[src/hw/vtb_pkg.sv]
package vtb_pkg;

    // Stream format
    localparam int PPC      = 2;    // Pixels per beat
    localparam int BPC      = 8;    // Bits per component
    localparam int CNT_BITS = 16;   // Beat and line counter width

    // Bitmap cell addressing
    localparam int CELL_BITS = 9;   // Row and column index width
    localparam int COL_SHIFT = (PPC == 4) ? 0 : 1;  // Two beats per column at 2 ppc
    localparam int ROW_SHIFT = 2;   // Four lines per row

    // Image formula constants
    localparam int GRID_BITS = 4;   // Grid line every 16 cells
    localparam int CHK_BIT   = 4;   // Checker square of 16 cells

    // Overlay colour, same value on R, G and B
    localparam logic [BPC-1:0] OVL_GREY = BPC'(180);

    // Colour field width of one beat
    localparam int COMP_BITS = PPC * BPC;

    // One beat of video, 51 bits at 2 ppc / 8 bpc
    typedef struct packed
    {
        logic                 vs;   // Vertical sync
        logic                 hs;   // Horizontal sync
        logic                 de;   // Data enable
        logic [COMP_BITS-1:0] r;    // Red, pixel 0 in the low bits
        logic [COMP_BITS-1:0] g;    // Green
        logic [COMP_BITS-1:0] b;    // Blue
    } vid_beat_t;

    // Coarse bitmap cell, 18 bits
    typedef struct packed
    {
        logic [CELL_BITS-1:0] row;
        logic [CELL_BITS-1:0] col;
    } ovl_pos_t;

    // Overlay image select
    typedef enum logic
    {
        IMG_GRID    = 1'b0,     // Grid lines on a 16 cell pitch
        IMG_CHECKER = 1'b1      // Checkerboard of 16 x 16 cells
    } ovl_img_e;

endpackage

[src/hw/ovl_bitmap_gen.sv]
module ovl_bitmap_gen
(
    input  logic               CLK_IN,
    input  logic               rst_n,
    input  vtb_pkg::ovl_img_e  img_sel,
    input  vtb_pkg::ovl_pos_t  pos,
    input  vtb_pkg::vid_beat_t vid_in,
    output vtb_pkg::vid_beat_t vid_out,
    output logic               hit
);
    import vtb_pkg::*;

    vid_beat_t vid_q;       // Delayed beat
    logic      hit_q;
    logic      grid_hit;
    logic      chk_hit;
    logic      img_hit;     // Selected image at this cell

    // Image formulas over the cell address
    always_comb
    begin
        // Grid, any low nibble of zero
        grid_hit = (pos.col[GRID_BITS-1:0] == '0) ||
                   (pos.row[GRID_BITS-1:0] == '0);

        // Checker, alternate every 16 cells in both directions
        chk_hit  = pos.col[CHK_BIT] ^ pos.row[CHK_BIT];

        case (img_sel)
            IMG_CHECKER : img_hit = chk_hit;
            default     : img_hit = grid_hit;
        endcase
    end

    // Hit bit, unmasked
    always_ff @(posedge CLK_IN)
    begin
        if (!rst_n)
        begin
            hit_q <= 1'b0;
        end
        else
        begin
            hit_q <= img_hit;   // Mixer applies de
        end
    end

    // Beat delay to stay aligned with hit
    always_ff @(posedge CLK_IN)
    begin
        vid_q <= vid_in;
        if (!rst_n)
        begin
            vid_q.vs <= 1'b0;
            vid_q.hs <= 1'b0;
            vid_q.de <= 1'b0;
        end
    end

    assign vid_out = vid_q;
    assign hit     = hit_q;

endmodule

[src/hw/ovl_mixer.sv]
module ovl_mixer
(
    input  logic               CLK_IN,
    input  logic               rst_n,
    input  logic               run,
    input  vtb_pkg::vid_beat_t vid_in,
    input  logic               hit,
    output vtb_pkg::vid_beat_t vid_out
);
    import vtb_pkg::*;

    vid_beat_t vid_q;       // Output register
    logic      sub_en;      // Replace this beat

    always_comb
    begin
        // Only active pixels are touched
        sub_en = run && hit && vid_in.de;
    end

    always_ff @(posedge CLK_IN)
    begin
        // Default pass through
        vid_q <= vid_in;

        // Overlay
        if (sub_en)
        begin
            vid_q.r <= {PPC{OVL_GREY}};     // Grey for every pixel of a beat
            vid_q.g <= {PPC{OVL_GREY}};
            vid_q.b <= {PPC{OVL_GREY}};
        end

        // Sync and enable low out of reset
        if (!rst_n)
        begin
            vid_q.vs <= 1'b0;
            vid_q.hs <= 1'b0;
            vid_q.de <= 1'b0;
        end
    end

    assign vid_out = vid_q;

    // Reset of all three stages must leave a defined enable at the output
    a_de_known : assert property (@(posedge CLK_IN) disable iff (!rst_n)
        !$isunknown(vid_out.de))
        else $error("output de unknown after reset");

endmodule

[src/hw/vid_pos_track.sv]
module vid_pos_track
(
    input  logic               CLK_IN,
    input  logic               rst_n,
    input  vtb_pkg::vid_beat_t vid_in,
    output vtb_pkg::vid_beat_t vid_out,
    output vtb_pkg::ovl_pos_t  pos
);
    import vtb_pkg::*;

    vid_beat_t           vid_q;     // Stage register
    ovl_pos_t            pos_q;     // Cell of the registered beat
    logic [CNT_BITS-1:0] pix_cnt;   // Beats since last hs
    logic [CNT_BITS-1:0] lin_cnt;   // Active lines since last vs
    logic [CNT_BITS-1:0] pix_cur;   // Beat count seen by the current beat
    logic [CNT_BITS-1:0] lin_cur;   // Line count seen by the current beat
    logic [CNT_BITS-1:0] col_cnt;
    logic [CNT_BITS-1:0] row_cnt;
    logic                de_fe;     // End of active line

    // Previous de is simply the registered beat
    always_comb
    begin
        de_fe   = vid_q.de && !vid_in.de;

        // Sync clears apply to the beat that carries them
        pix_cur = vid_in.hs ? '0 : pix_cnt;
        lin_cur = vid_in.vs ? '0 : lin_cnt;

        col_cnt = pix_cur >> COL_SHIFT;
        row_cnt = lin_cur >> ROW_SHIFT;
    end

    // Beat counter
    always_ff @(posedge CLK_IN)
    begin
        if (!rst_n)
        begin
            pix_cnt <= '0;
        end
        else if (vid_in.hs)
        begin
            pix_cnt <= '0;                  // New line
        end
        else if (vid_in.de)
        begin
            pix_cnt <= pix_cnt + 1'b1;      // Active beat
        end
    end

    // Line counter
    always_ff @(posedge CLK_IN)
    begin
        if (!rst_n)
        begin
            lin_cnt <= '0;
        end
        else if (vid_in.vs)
        begin
            lin_cnt <= '0;                  // New frame
        end
        else if (de_fe)
        begin
            lin_cnt <= lin_cnt + 1'b1;
        end
    end

    // Beat register, only sync and enable are reset
    always_ff @(posedge CLK_IN)
    begin
        vid_q <= vid_in;
        if (!rst_n)
        begin
            vid_q.vs <= 1'b0;
            vid_q.hs <= 1'b0;
            vid_q.de <= 1'b0;
        end
    end

    // Position travels with the beat, count before the increment
    always_ff @(posedge CLK_IN)
    begin
        pos_q.col <= col_cnt[CELL_BITS-1:0];   // Truncated cell index
        pos_q.row <= row_cnt[CELL_BITS-1:0];
    end

    assign vid_out = vid_q;
    assign pos     = pos_q;

    // Sync and enable are exclusive on the input stream
    a_hs_de_excl : assert property (@(posedge CLK_IN) disable iff (!rst_n)
        !(vid_in.hs && vid_in.de))
        else $error("hs and de high on the same beat");

    // A line longer than the counter would alias columns
    a_pix_no_wrap : assert property (@(posedge CLK_IN) disable iff (!rst_n)
        vid_in.de |-> (pix_cnt != '1))
        else $error("beat counter wrapped within a line");

endmodule

[src/hw/vtb_ovl_top.sv]
module vtb_ovl_top
(
    input  logic               CLK_IN,
    input  logic               rst_n,
    input  logic               run,
    input  vtb_pkg::ovl_img_e  img_sel,
    input  vtb_pkg::vid_beat_t vid_in,
    output vtb_pkg::vid_beat_t vid_out
);
    import vtb_pkg::*;

    vid_beat_t trk_vid;     // Stage 1 beat
    ovl_pos_t  trk_pos;     // Stage 1 cell position
    vid_beat_t bmp_vid;     // Stage 2 beat
    logic      bmp_hit;     // Stage 2 overlay bit

    // Stage 1, position
    vid_pos_track pos_track_i
    (
        .CLK_IN  (CLK_IN),
        .rst_n   (rst_n),
        .vid_in  (vid_in),
        .vid_out (trk_vid),
        .pos     (trk_pos)
    );

    // Stage 2, image lookup
    ovl_bitmap_gen bitmap_gen_i
    (
        .CLK_IN  (CLK_IN),
        .rst_n   (rst_n),
        .img_sel (img_sel),
        .pos     (trk_pos),
        .vid_in  (trk_vid),
        .vid_out (bmp_vid),
        .hit     (bmp_hit)
    );

    // Stage 3, grey substitution
    ovl_mixer mixer_i
    (
        .CLK_IN  (CLK_IN),
        .rst_n   (rst_n),
        .run     (run),
        .vid_in  (bmp_vid),
        .hit     (bmp_hit),
        .vid_out (vid_out)
    );

endmodule

[config.mk]
export PLATFORM = sky130hd
export DESIGN_NAME = vtb_ovl_top
export DESIGN_NICKNAME = d
export VERILOG_FILES = /design/src/hw/vtb_pkg.sv /design/src/hw/ovl_bitmap_gen.sv /design/src/hw/ovl_mixer.sv /design/src/hw/vid_pos_track.sv /design/src/hw/vtb_ovl_top.sv
export SDC_FILE = /design/constraint.sdc
export NUM_CORES = 1
export LEC_CHECK = 0
export BUFFER_PORTS_ARGS = -buffer_cell sky130_fd_sc_hd__buf_2
export CAP_MARGIN = 20
export CORE_MARGIN = 2
export CORE_UTILIZATION = 55
export DETAILED_ROUTE_END_ITERATION = 10
export GPL_TIMING_DRIVEN = 1
export PLACE_DENSITY_LB_ADDON = 0.1
export SETUP_SLACK_MARGIN = 0.15
export SKIP_CTS_REPAIR_TIMING = 1
export SYNTH_ARGS = -nofsm -noshare
export SYNTH_HDL_FRONTEND = slang
export SYNTH_SLANG_ARGS = --single-unit
[constraint.sdc]
create_clock -name CLK_IN -period 1.71 [get_ports CLK_IN]
set_input_delay 0.0855 -clock CLK_IN [delete_from_list [all_inputs] [get_ports CLK_IN]]
set_output_delay 0.0855 -clock CLK_IN [all_outputs]
set_load 0.01 [all_outputs]
==> results of run 1 <==
cell type report:
type	instances	area, um2	share of cell area [%]
clock inverters	15	140	2.32
repair buffers	159	1060	17.6
multi-input cells	118	758	12.5
inverters	1	3.75	0.0620
clock buffers	17	414	6.84
flip-flops and latches	177	3540	58.6
well taps	102	128	2.11
synth_stat cells:
master	n
a21oi_1	5
and2_1	32
and2_2	1
and2b_2	1
buf_6	1
clkbuf_1	6
dfxtp_1	177
ha_1	2
inv_1	1
mux2i_1	2
nand2_1	4
nand2b_1	25
nand3_1	2
nand3b_4	1
nand4_1	3
nand4b_1	1
nor2_1	9
nor2b_1	9
nor4_1	2
o21ai_0	5
o311a_1	1
or2b_1	1
or3_1	5
xnor2_1	4
xor2_1	3
critical path: stages (launching register included):
cell      delay [ns]
dfxtp_1         0.34
nand3_2         0.42
buf_4           0.39
nand2b_1        0.11
metal layers:
metal	vias up	global-route usage [%]	wire, um	part of all wire, %
li1	1307	-	-	-
met4	0	7.72	98	1.3
met3	10	6.35	371	5.1
met2	71	26.4	3870	53
met5	-	0	0	0
met1	1154	16.4	2930	40
state kept, by name, indices dropped and copies added, names as in the netlist:
register	cells
bitmap_gen_i.vid_out	51
mixer_i.vid_out	51
pos_track_i.vid_out	51
pos_track_i.pos	10
pos_track_i.lin_cnt	7
pos_track_i.pix_cnt	6
bitmap_gen_i.hit	1
worst max path at each step:
stage	startpoint	endpoint	slack, ns	depth (start not counted)
after floorplan	pos_track_i.lin_cnt[0]$_SDFFE_PP0P_	pos_track_i.lin_cnt[4]$_SDFFE_PP0P_	0.55	4
after global placement	bitmap_gen_i.vid_out[48]$_SDFF_PN0_	mixer_i.vid_out[20]$_SDFF_PP1_	0.40	3
after detailed placement	bitmap_gen_i.vid_out[48]$_SDFF_PN0_	mixer_i.vid_out[23]$_SDFF_PP1_	0.37	3
after CTS	bitmap_gen_i.vid_out[48]$_SDFF_PN0_	mixer_i.vid_out[39]$_SDFF_PP1_	0.32	3
after global routing	bitmap_gen_i.vid_out[48]$_SDFF_PN0_	mixer_i.vid_out[39]$_SDFF_PP1_	0.22	3
final	bitmap_gen_i.vid_out[48]$_SDFF_PN0_	mixer_i.vid_out[39]$_SDFF_PP1_	0.38	3
cell families after synthesis:
kind of cell,Yosys count,share of synthesized area (%)
flip-flops,177,81.8
AND/OR/NAND/NOR,96,13.5
multiplexers,2,0.462
AO/OA/AOI/OAI,11,1.39
adder cells (fa/ha/maj),2,0.577
buffers and inverters,8,0.866
XOR/XNOR,7,1.41
through the flow:
stage / hold WS (ns) / utilization (%) / area [um2] / setup WS [ns]
floorplan: 0.113 / - / 4330 / 0.548
global placement: 0.187 / 64.6 / 4970 / 0.401
detailed placement: 0.189 / 64.6 / 4970 / 0.369
CTS: -0.359 / 71.8 / 5520 / 0.321
global route: 0.179 / 78.7 / 6050 / 0.224
finish: 0.202 / 78.7 / 6050 / 0.384
power groups by stage:
| stage | clock, W | sequential [W] | combinational [W] |
|---|---|---|---|
| 2_1_floorplan | 0 | 0.00448 | 0.0000669 |
| 3_3_place_gp | 0 | 0.00445 | 0.000234 |
| 3_5_place_dp | 0 | 0.00446 | 0.000242 |
| 4_1_cts | 0.00359 | 0.00436 | 0.000244 |
| 5_1_grt | 0.00377 | 0.00438 | 0.000370 |
| 6_report | 0.00351 | 0.00436 | 0.000340 |
==> implementation parameters, run 1 <==
Parameter                              Value

Clocking
  Clock tree from TritonCTS ... done
  Clock-pin transition on the worst setup and hold timing paths ... 0.07 ns
  H-tree levels ... 4
  CTS buffer count ... 17
  Source-to-sink clock delay at the later pin of the worst-skew pair ... 0.51 ns
  Clock root buffer ... clkbuf_8
  Clock sink count ... 177
  Buffer depth of the longest clock path ... 2

Placed design
  Detailed Place HPWL ... 4120 um
  Routability congestion estimate from global placement ... 0.797
  Number of port buffers ... 105
  Number of placed instances with taps included ... 504

STA
  Unrepaired setup endpoints after global routing ... no
  Max-slew violations ... 0
  Final Critical Period ... 1.33 ns
  Number of hold violations in the final report ... 0
  Maximum clock skew at final layout ... 0.00678 ns
  Final worst-path cycle share ... 77.5%
  TNS Setup ... 0 ns
  Highest Clock Rate ... 754 MHz
  Headroom to the max-slew limit ... 64.9%
  Slew of the pin with the lowest slew margin ... 0.526 ns
  Number of setup violations in the final report ... 0

Synth
  Number of distinct library cells after synthesis ... 25
  Sequential-to-total area share from yosys stat ... 81.8%
  Cell count after synthesis ... 303
  Net Count, Synth ... 360
  Area leader, netlist ... dfxtp_1
  Yosys warning total ... 0
  Avg Inst Size Synth ... 14.3 um2
  Seq cells post-synth ... 177
  Area of the mapped netlist ... 4330 um2
  Area share of the largest cell type after synthesis ... 81.8%
  Cells taking the most area after synthesis ... dfxtp_1, and2_1, nand2b_1

Worst setup path
  Critical path start-end classification ... reg -> reg
  Reg2reg start ... bitmap_gen_i.vid_out[48]$_SDFF_PN0_
  Critical Path Source Type ... flop
  Data arrival time of the worst path ... 1.77 ns
  R2r endpoint ... mixer_i.vid_out[39]$_SDFF_PP1_
  Highest net fanout along the worst path ... 32
  Slack of the worst reg-to-reg path ... 0.38 ns
  Endpoint required time on the critical path ... 2.16 ns
  Worst R2R Path Depth ... 3
  CP endpoint kind ... flop

Power and ir drop
  Share of total power consumed by net switching ... 22.2%
  Combinational group share of total power ... 4.1%
  Worst VDD drop ... 0.000819 V
  Internal Dissipation ... 0.00639 W
  Flop pwr share ... 53.2%
  Sw power ... 0.00183 W
  Portion of total power attributed to the clock network ... 42.7%
  Total Power ... 0.00821 W
  Static Leak ... 2.71 nW
  Power density relative to cell area ... 1360 nW/um2

Route
  Overall routed net length ... 7280 um
  Number of remaining DRC errors ... 0
  Total vias in the final route ... 2,542
  WL per Instance ... 12.4 um
  Pre-Repair DR Iteration Count ... 4
  Detail-routed via count per cell ... 4.32
  Post-detailed-route count of antenna-violating nets ... 0
  Drt initial violations ... 36

Floorplanning
  Floorplan die area ... 8610 um2
  Floorplan Core Area ... 7690 um2
  Floorplan die height ... 92.8 um
  Die width ... 92.8 um
  Num ports ... 106
  Std cell rows ... 32
  Starting density of the core ... 56.4%

GRT
  Wire length of the first global-routing pass ... 9740 um
  Aggregate global-route resource usage ... 15.5%
  Number of antenna violations at the first check in global routing ... 0
  Number of global-route vias before repair ... 2,149
  Largest net degree at the start of global routing ... 33
  Total congestion overflow ... 0

Cells and area
  Top library cells by usage in the layout, fill and taps aside ... dfxtp_1, buf_2, dlygate4sd3_1
  Number of inserted diodes ... 0
  Commonest non-fill, non-tap cell in the layout ... dfxtp_1
  Fill cell instance count of the final layout ... 488
  Layout Area Growth over Synthesis ... 39.6%
  Final-stage net count ... 531
  Final non-filler cell total ... 589
  Layout cells sized above 1 ... 29.2%

Hold path
  Endpoint, Worst Hold ... mixer_i.vid_out[42]$_SDFF_PP1_
  Worst min-delay path class ... in -> reg
  Cell depth of the worst min-delay path ... 3
  Min-delay src ... run

Status
  Status ... finished, final reports clean

Run
  Number of maximum-capacitance violations ... 0
Note: power is estimated with default switching activity, not from simulation.
==> run 2, diff against run 1 <==
--- a/config.mk
+++ b/config.mk
@@ -8,7 +8,7 @@
 export BUFFER_PORTS_ARGS = -buffer_cell sky130_fd_sc_hd__buf_2
 export CAP_MARGIN = 20
 export CORE_MARGIN = 2
-export CORE_UTILIZATION = 55
+export CORE_UTILIZATION = 51
 export DETAILED_ROUTE_END_ITERATION = 10
 export GPL_TIMING_DRIVEN = 1
 export PLACE_DENSITY_LB_ADDON = 0.1
==> constraint.sdc (replaced) <==
create_clock -name CLK_IN -period 1.3 [get_ports CLK_IN]
set_input_delay 0.065 -clock CLK_IN [delete_from_list [all_inputs] [get_ports CLK_IN]]
set_output_delay 0.065 -clock CLK_IN [all_outputs]
set_load 0.01 [all_outputs]
==> run 2 against run 1 <==
Compared with the run above:
- core utilization shrank 3.6 points
- sequential share of layout area shrank 0.91 points
- sequential power increased by 32%
- power increased by 38%
- count of clock-buffer cells in the layout did not move
- sequential cell count unchanged
- worst hold slack worse by 0.16 ns
- die area up 7.5%
- global-route usage shrank 1.4 points
- setup slack worse by 0.22 ns
- critical path type unchanged
- critical endpoint is now pos_track_i.lin_cnt[4]$_SDFFE_PP0P_
==> implementation parameters, run 2 (same netlist as run 1, synthesis figures left out) <==
Parameter                              Value

Status
  Status ... finished, final reports clean

STA
  Final hold slack ... 0.0433 ns
  Maximum clock skew at final layout ... 0.00802 ns
  Headroom to the max-slew limit ... 78.6%
  Final worst-path cycle share ... 87.3%
  Max-slew violations ... 0
  TNS Setup ... 0 ns
  Slew of the pin with the lowest slew margin ... 0.318 ns
  Worst Setup Slack, final ... 0.166 ns
  Highest Clock Rate ... 882 MHz
  Unrepaired setup endpoints after global routing ... yes
  Final Critical Period ... 1.13 ns
  Number of setup violations in the final report ... 0
  Number of hold violations in the final report ... 0

Route
  WL per Instance ... 11.7 um
  Detail-routed via count per cell ... 4.23
  Overall routed net length ... 6900 um
  Post-detailed-route count of antenna-violating nets ... 0
  Total vias in the final route ... 2,499
  Number of remaining DRC errors ... 0
  Drt initial violations ... 29
  Pre-Repair DR Iteration Count ... 5

Clocking
  Clock sink count ... 177
  CTS buffer count ... 17
  Clock-pin transition on the worst setup and hold timing paths ... 0.06 ns
  Clock tree from TritonCTS ... done
  Clock root buffer ... clkbuf_8
  H-tree levels ... 4
  Source-to-sink clock delay at the later pin of the worst-skew pair ... 0.51 ns
  Buffer depth of the longest clock path ... 2

Power and ir drop
  Static Leak ... 2.74 nW
  Power density relative to cell area ... 1840 nW/um2
  Portion of total power attributed to the clock network ... 45.5%
  Worst VDD drop ... 0.00114 V
  Flop pwr share ... 50.6%
  Internal Dissipation ... 0.00910 W
  Combinational group share of total power ... 3.9%
  Sw power ... 0.00224 W
  Share of total power consumed by net switching ... 19.7%

Placed design
  Number of port buffers ... 105
  Number of placed instances with taps included ... 508
  Detailed Place HPWL ... 4170 um
  Placement Setup Slack ... 0.0924 ns
  Routability congestion estimate from global placement ... 0.729

Cells and area
  Layout cells sized above 1 ... 31.1%
  Layout Area Growth over Synthesis ... 42.3%
  Top library cells by usage in the layout, fill and taps aside ... dfxtp_1, buf_2, dlygate4sd3_1
  Commonest non-fill, non-tap cell in the layout ... dfxtp_1
  Final non-filler cell total ... 591
  Number of inserted diodes ... 0
  Fill cell instance count of the final layout ... 541
  Final-stage net count ... 532

Worst setup path
  Top cell family by delay on the critical path ... simple AND/OR/NAND/NOR gates
  Critical Path Source Type ... flop
  Cell-by-cell trace of the critical path ... ha_4, nand3b_4, or3_4, a21oi_2
  Endpoint required time on the critical path ... 1.74 ns
  Reg2reg start ... pos_track_i.lin_cnt[1]$_SDFFE_PP0P_
  Critical path start-end classification ... reg -> reg
  Slack of the worst reg-to-reg path ... 0.17 ns
  Highest net fanout along the worst path ... 5
  CP endpoint kind ... flop
  Worst R2R Path Depth ... 4
  Stage delay of the slowest cell on the critical path ... 0.37 ns
  Logic depth of the worst setup path including buffers ... 4
  Data arrival time of the worst path ... 1.57 ns
  R2r endpoint ... pos_track_i.lin_cnt[4]$_SDFFE_PP0P_
  Crit path buf inv count ... 0
  Cell with the biggest individual delay on the critical path ... dfxtp_4

Hold path
  Worst min-delay path class ... in -> reg
  Endpoint, Worst Hold ... mixer_i.vid_out[18]$_SDFF_PP1_
  Min-delay src ... run
  Cell depth of the worst min-delay path ... 4

Floorplanning
  Std cell rows ... 33
  Starting density of the core ... 52.7%
  Floorplan die area ... 9250 um2
  Num ports ... 106
  Die width ... 96.2 um
  Floorplan Core Area ... 8220 um2
  Floorplan die height ... 96.2 um

GRT
  Largest net degree at the start of global routing ... 33
  Number of global-route vias before repair ... 2,046
  Aggregate global-route resource usage ... 14.1%
  Total congestion overflow ... 0
  Wire length of the first global-routing pass ... 9350 um
  Number of antenna violations at the first check in global routing ... 0

Run
  Number of maximum-capacitance violations ... 0
[run 2: worst max path at each step]
stage | startpoint | to | slack (ns)
6_report | pos_track_i.lin_cnt[1]$_SDFFE_PP0P_ | pos_track_i.lin_cnt[4]$_SDFFE_PP0P_ | 0.17
5_1_grt | pos_track_i.lin_cnt[1]$_SDFFE_PP0P_ | pos_track_i.lin_cnt[4]$_SDFFE_PP0P_ | 0.14
4_1_cts | pos_track_i.lin_cnt[1]$_SDFFE_PP0P_ | pos_track_i.lin_cnt[4]$_SDFFE_PP0P_ | 0.08
3_5_place_dp | pos_track_i.lin_cnt[1]$_SDFFE_PP0P_ | pos_track_i.lin_cnt[4]$_SDFFE_PP0P_ | 0.09
3_3_place_gp | pos_track_i.lin_cnt[1]$_SDFFE_PP0P_ | pos_track_i.lin_cnt[4]$_SDFFE_PP0P_ | 0.13
2_1_floorplan | pos_track_i.lin_cnt[1]$_SDFFE_PP0P_ | pos_track_i.lin_cnt[4]$_SDFFE_PP0P_ | 0.16
[run 2: area by class of cell]
cell class,count,area [um2],area share (%)
Clock inverter,13,200,3.24
Tap cell,105,131,2.13
Timing Repair Buffer,160,1080,17.6
Clock buffer,17,414,6.71
Multi-Input combinational cell,118,779,12.6
Sequential cell,177,3560,57.7
Inverter,1,3.75,0.0608
[run 2: metal layers]
metal	vias to the layer above	part of all wire, %	global-route usage (%)
li1	1299	-	-
met1	1123	42	15.5
met2	73	50	22.7
met3	4	6.7	6.89
met4	0	0.81	6.79
met5	-	0	0
[run 2: power groups by stage]
stage	clock (W)	combinational (W)	sequential [W]
2_1_floorplan	0	0.0000880	0.00590
3_5_place_dp	0	0.000320	0.00586
6_report	0.00516	0.000444	0.00574
5_1_grt	0.00552	0.000489	0.00576
3_3_place_gp	0	0.000312	0.00585
4_1_cts	0.00527	0.000323	0.00574
[run 2: tightest hold or removal path, delay by kind of cell]
family / cells / cell delay [ns]
buffers and inverters: 2 / 0.27
and+or+nand+nor: 2 / 0.18
[run 2: through the flow]
stage | area, um2 | power [W] | utilization (%)
final | 6170 | 0.0113 | 75.1
after global routing | 6170 | 0.0118 | 75.1
after CTS | 5610 | 0.0113 | 68.3
after detailed placement | 4990 | 0.00618 | 60.8
after global placement | 4990 | 0.00616 | 60.8
after floorplan | 4340 | 0.00598 | -
==> run 3, diff against run 2 <==
--- a/config.mk
+++ b/config.mk
@@ -5,13 +5,14 @@
 export SDC_FILE = /design/constraint.sdc
 export NUM_CORES = 1
 export LEC_CHECK = 0
+export ABC_AREA = 0
 export BUFFER_PORTS_ARGS = -buffer_cell sky130_fd_sc_hd__buf_2
 export CAP_MARGIN = 20
 export CORE_MARGIN = 2
 export CORE_UTILIZATION = 51
 export DETAILED_ROUTE_END_ITERATION = 10
 export GPL_TIMING_DRIVEN = 1
-export PLACE_DENSITY_LB_ADDON = 0.1
+export PLACE_DENSITY = 0.77
 export SETUP_SLACK_MARGIN = 0.15
 export SKIP_CTS_REPAIR_TIMING = 1
 export SYNTH_ARGS = -nofsm -noshare
==> run 3 against run 2 <==
Compared with the run above:
- clock skew shrank 0.00080 ns
- core utilization shrank 0.20 points
- wire length grew 8.8%
- critical endpoint is now pos_track_i.lin_cnt[6]$_SDFFE_PP0P_
- critical path depth is the same
- first-iteration DRC count grew 14%
- power shrank 3.5%
- sequential power is essentially flat
- critical path type unchanged
- largest power group unchanged
- sequential cell count is the same
==> implementation parameters, run 3 (same netlist as run 1, synthesis figures left out) <==
Parameter                              Value

Status
  Status ... finished, final reports clean

Worst setup path
  CP endpoint kind ... flop
  Top cell family by delay on the critical path ... simple AND/OR/NAND/NOR gates
  Cell with the biggest individual delay on the critical path ... dfxtp_4
  Highest net fanout along the worst path ... 5
  Endpoint required time on the critical path ... 1.74 ns
  Crit path buf inv count ... 0
  Stage delay of the slowest cell on the critical path ... 0.37 ns
  Data arrival time of the worst path ... 1.61 ns
  Cell-by-cell trace of the critical path ... ha_4, nand3b_4, or3_4, a21oi_2
  Critical path start-end classification ... reg -> reg
  Critical Path Source Type ... flop

Placed design
  Placement Setup Slack ... 0.0264 ns
  Number of port buffers ... 105
  Placed cell area ... 4980 um2
  Routability congestion estimate from global placement ... 0.646
  Detailed Place HPWL ... 4450 um

Route
  Pre-Repair DR Iteration Count ... 4
  Post-detailed-route count of antenna-violating nets ... 0
  Total vias in the final route ... 2,524
  Detail-routed via count per cell ... 4.24
  WL per Instance ... 12.6 um
  Drt initial violations ... 33
  Number of remaining DRC errors ... 0
  Overall routed net length ... 7500 um

GRT
  Wire length of the first global-routing pass ... 9720 um
  Total congestion overflow ... 0
  Number of antenna violations at the first check in global routing ... 0
  Number of global-route vias before repair ... 2,181
  Aggregate global-route resource usage ... 14.6%
  Largest net degree at the start of global routing ... 28

Clocking
  Clock sink count ... 177
  CTS buffer count ... 17
  Buffer depth of the longest clock path ... 2
  Source-to-sink clock delay at the later pin of the worst-skew pair ... 0.51 ns
  Clock root buffer ... clkbuf_8
  Clock-pin transition on the worst setup and hold timing paths ... 0.07 ns
  H-tree levels ... 4
  Clock tree from TritonCTS ... done

Cells and area
  Final-stage net count ... 534
  Top library cells by usage in the layout, fill and taps aside ... dfxtp_1, buf_2, dlygate4sd3_1
  Final non-filler cell area ... 6150 um2
  Layout cells sized above 1 ... 32.0%
  Share of the core filled with cells in the final layout ... 74.9%
  Layout Area Growth over Synthesis ... 42.0%
  Number of inserted diodes ... 0
  Commonest non-fill, non-tap cell in the layout ... dfxtp_1

STA
  Unrepaired setup endpoints after global routing ... yes
  Max-slew violations ... 0
  Number of setup violations in the final report ... 0
  Highest Clock Rate ... 861 MHz
  Final Critical Period ... 1.16 ns
  Number of hold violations in the final report ... 0
  Worst Setup Slack, final ... 0.138 ns
  Slew of the pin with the lowest slew margin ... 0.374 ns
  Final worst-path cycle share ... 89.4%
  Headroom to the max-slew limit ... 74.9%
  Maximum clock skew at final layout ... 0.00722 ns

Floorplanning
  Starting density of the core ... 52.7%
  Die width ... 96.2 um
  Floorplan die height ... 96.2 um
  Std cell rows ... 33
  Num ports ... 106
  Floorplan Core Area ... 8220 um2
  Floorplan die area ... 9250 um2

Run
  Number of maximum-capacitance violations ... 0

Hold path
  Worst min-delay path class ... in -> reg

Power and ir drop
  Power density relative to cell area ... 1780 nW/um2
  Worst VDD drop ... 0.00106 V
  Static Leak ... 2.74 nW
==> run 3: cell type report <==
| cell class | instances | area (um2) |
|---|---|---|
| flip-flops and latches | 177 | 3560 |
| fillers | 553 | 2060 |
| repair buffers | 162 | 1090 |
| multi-input cells | 118 | 788 |
| clock buffers | 18 | 418 |
| clock inverters | 14 | 165 |
| well taps | 105 | 131 |
| inverters | 1 | 3.75 |
==> run 3: per-stage QoR <==
step | total power (W) | TNS [ns] | hold WS, ns | instances
global route | 0.0114 | 0 | 0.0644 | 595
floorplan | 0.00598 | 0 | 0.0927 | 303
detailed placement | 0.00618 | 0 | 0.169 | 508
global placement | 0.00616 | 0 | 0.167 | 508
finish | 0.0109 | 0 | 0.0479 | 595
CTS | 0.0109 | -0.0126 | -0.383 | 540
==> run 3: routing by layer <==
layer	track usage, %	vias to the layer above	routed length (um)
met5	0	-	0
met4	8.21	0	180
met3	5.72	16	379
met2	24.1	73	4090
met1	15.9	1127	2850
li1	-	1308	-
==> run 3: path summary, 6_finish.rpt <==
path                                        from                                  end  slack, ns  cells after the start
max          pos_track_i.lin_cnt[0]$_SDFFE_PP0P_  pos_track_i.lin_cnt[6]$_SDFFE_PP0P_       0.14                      4
min                                          run       mixer_i.vid_out[45]$_SDFF_PP1_       0.05                      4
max reg2reg  pos_track_i.lin_cnt[0]$_SDFFE_PP0P_  pos_track_i.lin_cnt[6]$_SDFFE_PP0P_       0.14                      4
min reg2reg      pos_track_i.vid_out[25]$_DFF_P_     bitmap_gen_i.vid_out[25]$_DFF_P_       0.32                      0
==> run 3: where the power goes <==
group          total (W)  leakage, nW  switching (W)  internal [W]
Combinational   0.000449        0.965       0.000174      0.000275
Sequential       0.00574         1.49      0.0000606       0.00568
Clock            0.00475        0.284        0.00226       0.00250
==> run 3: tightest hold or removal path, cell delays in order <==
cell	delay [ns]
buf_2	0.08
nand3_2	0.09
buf_4	0.21
nand2b_1	0.08
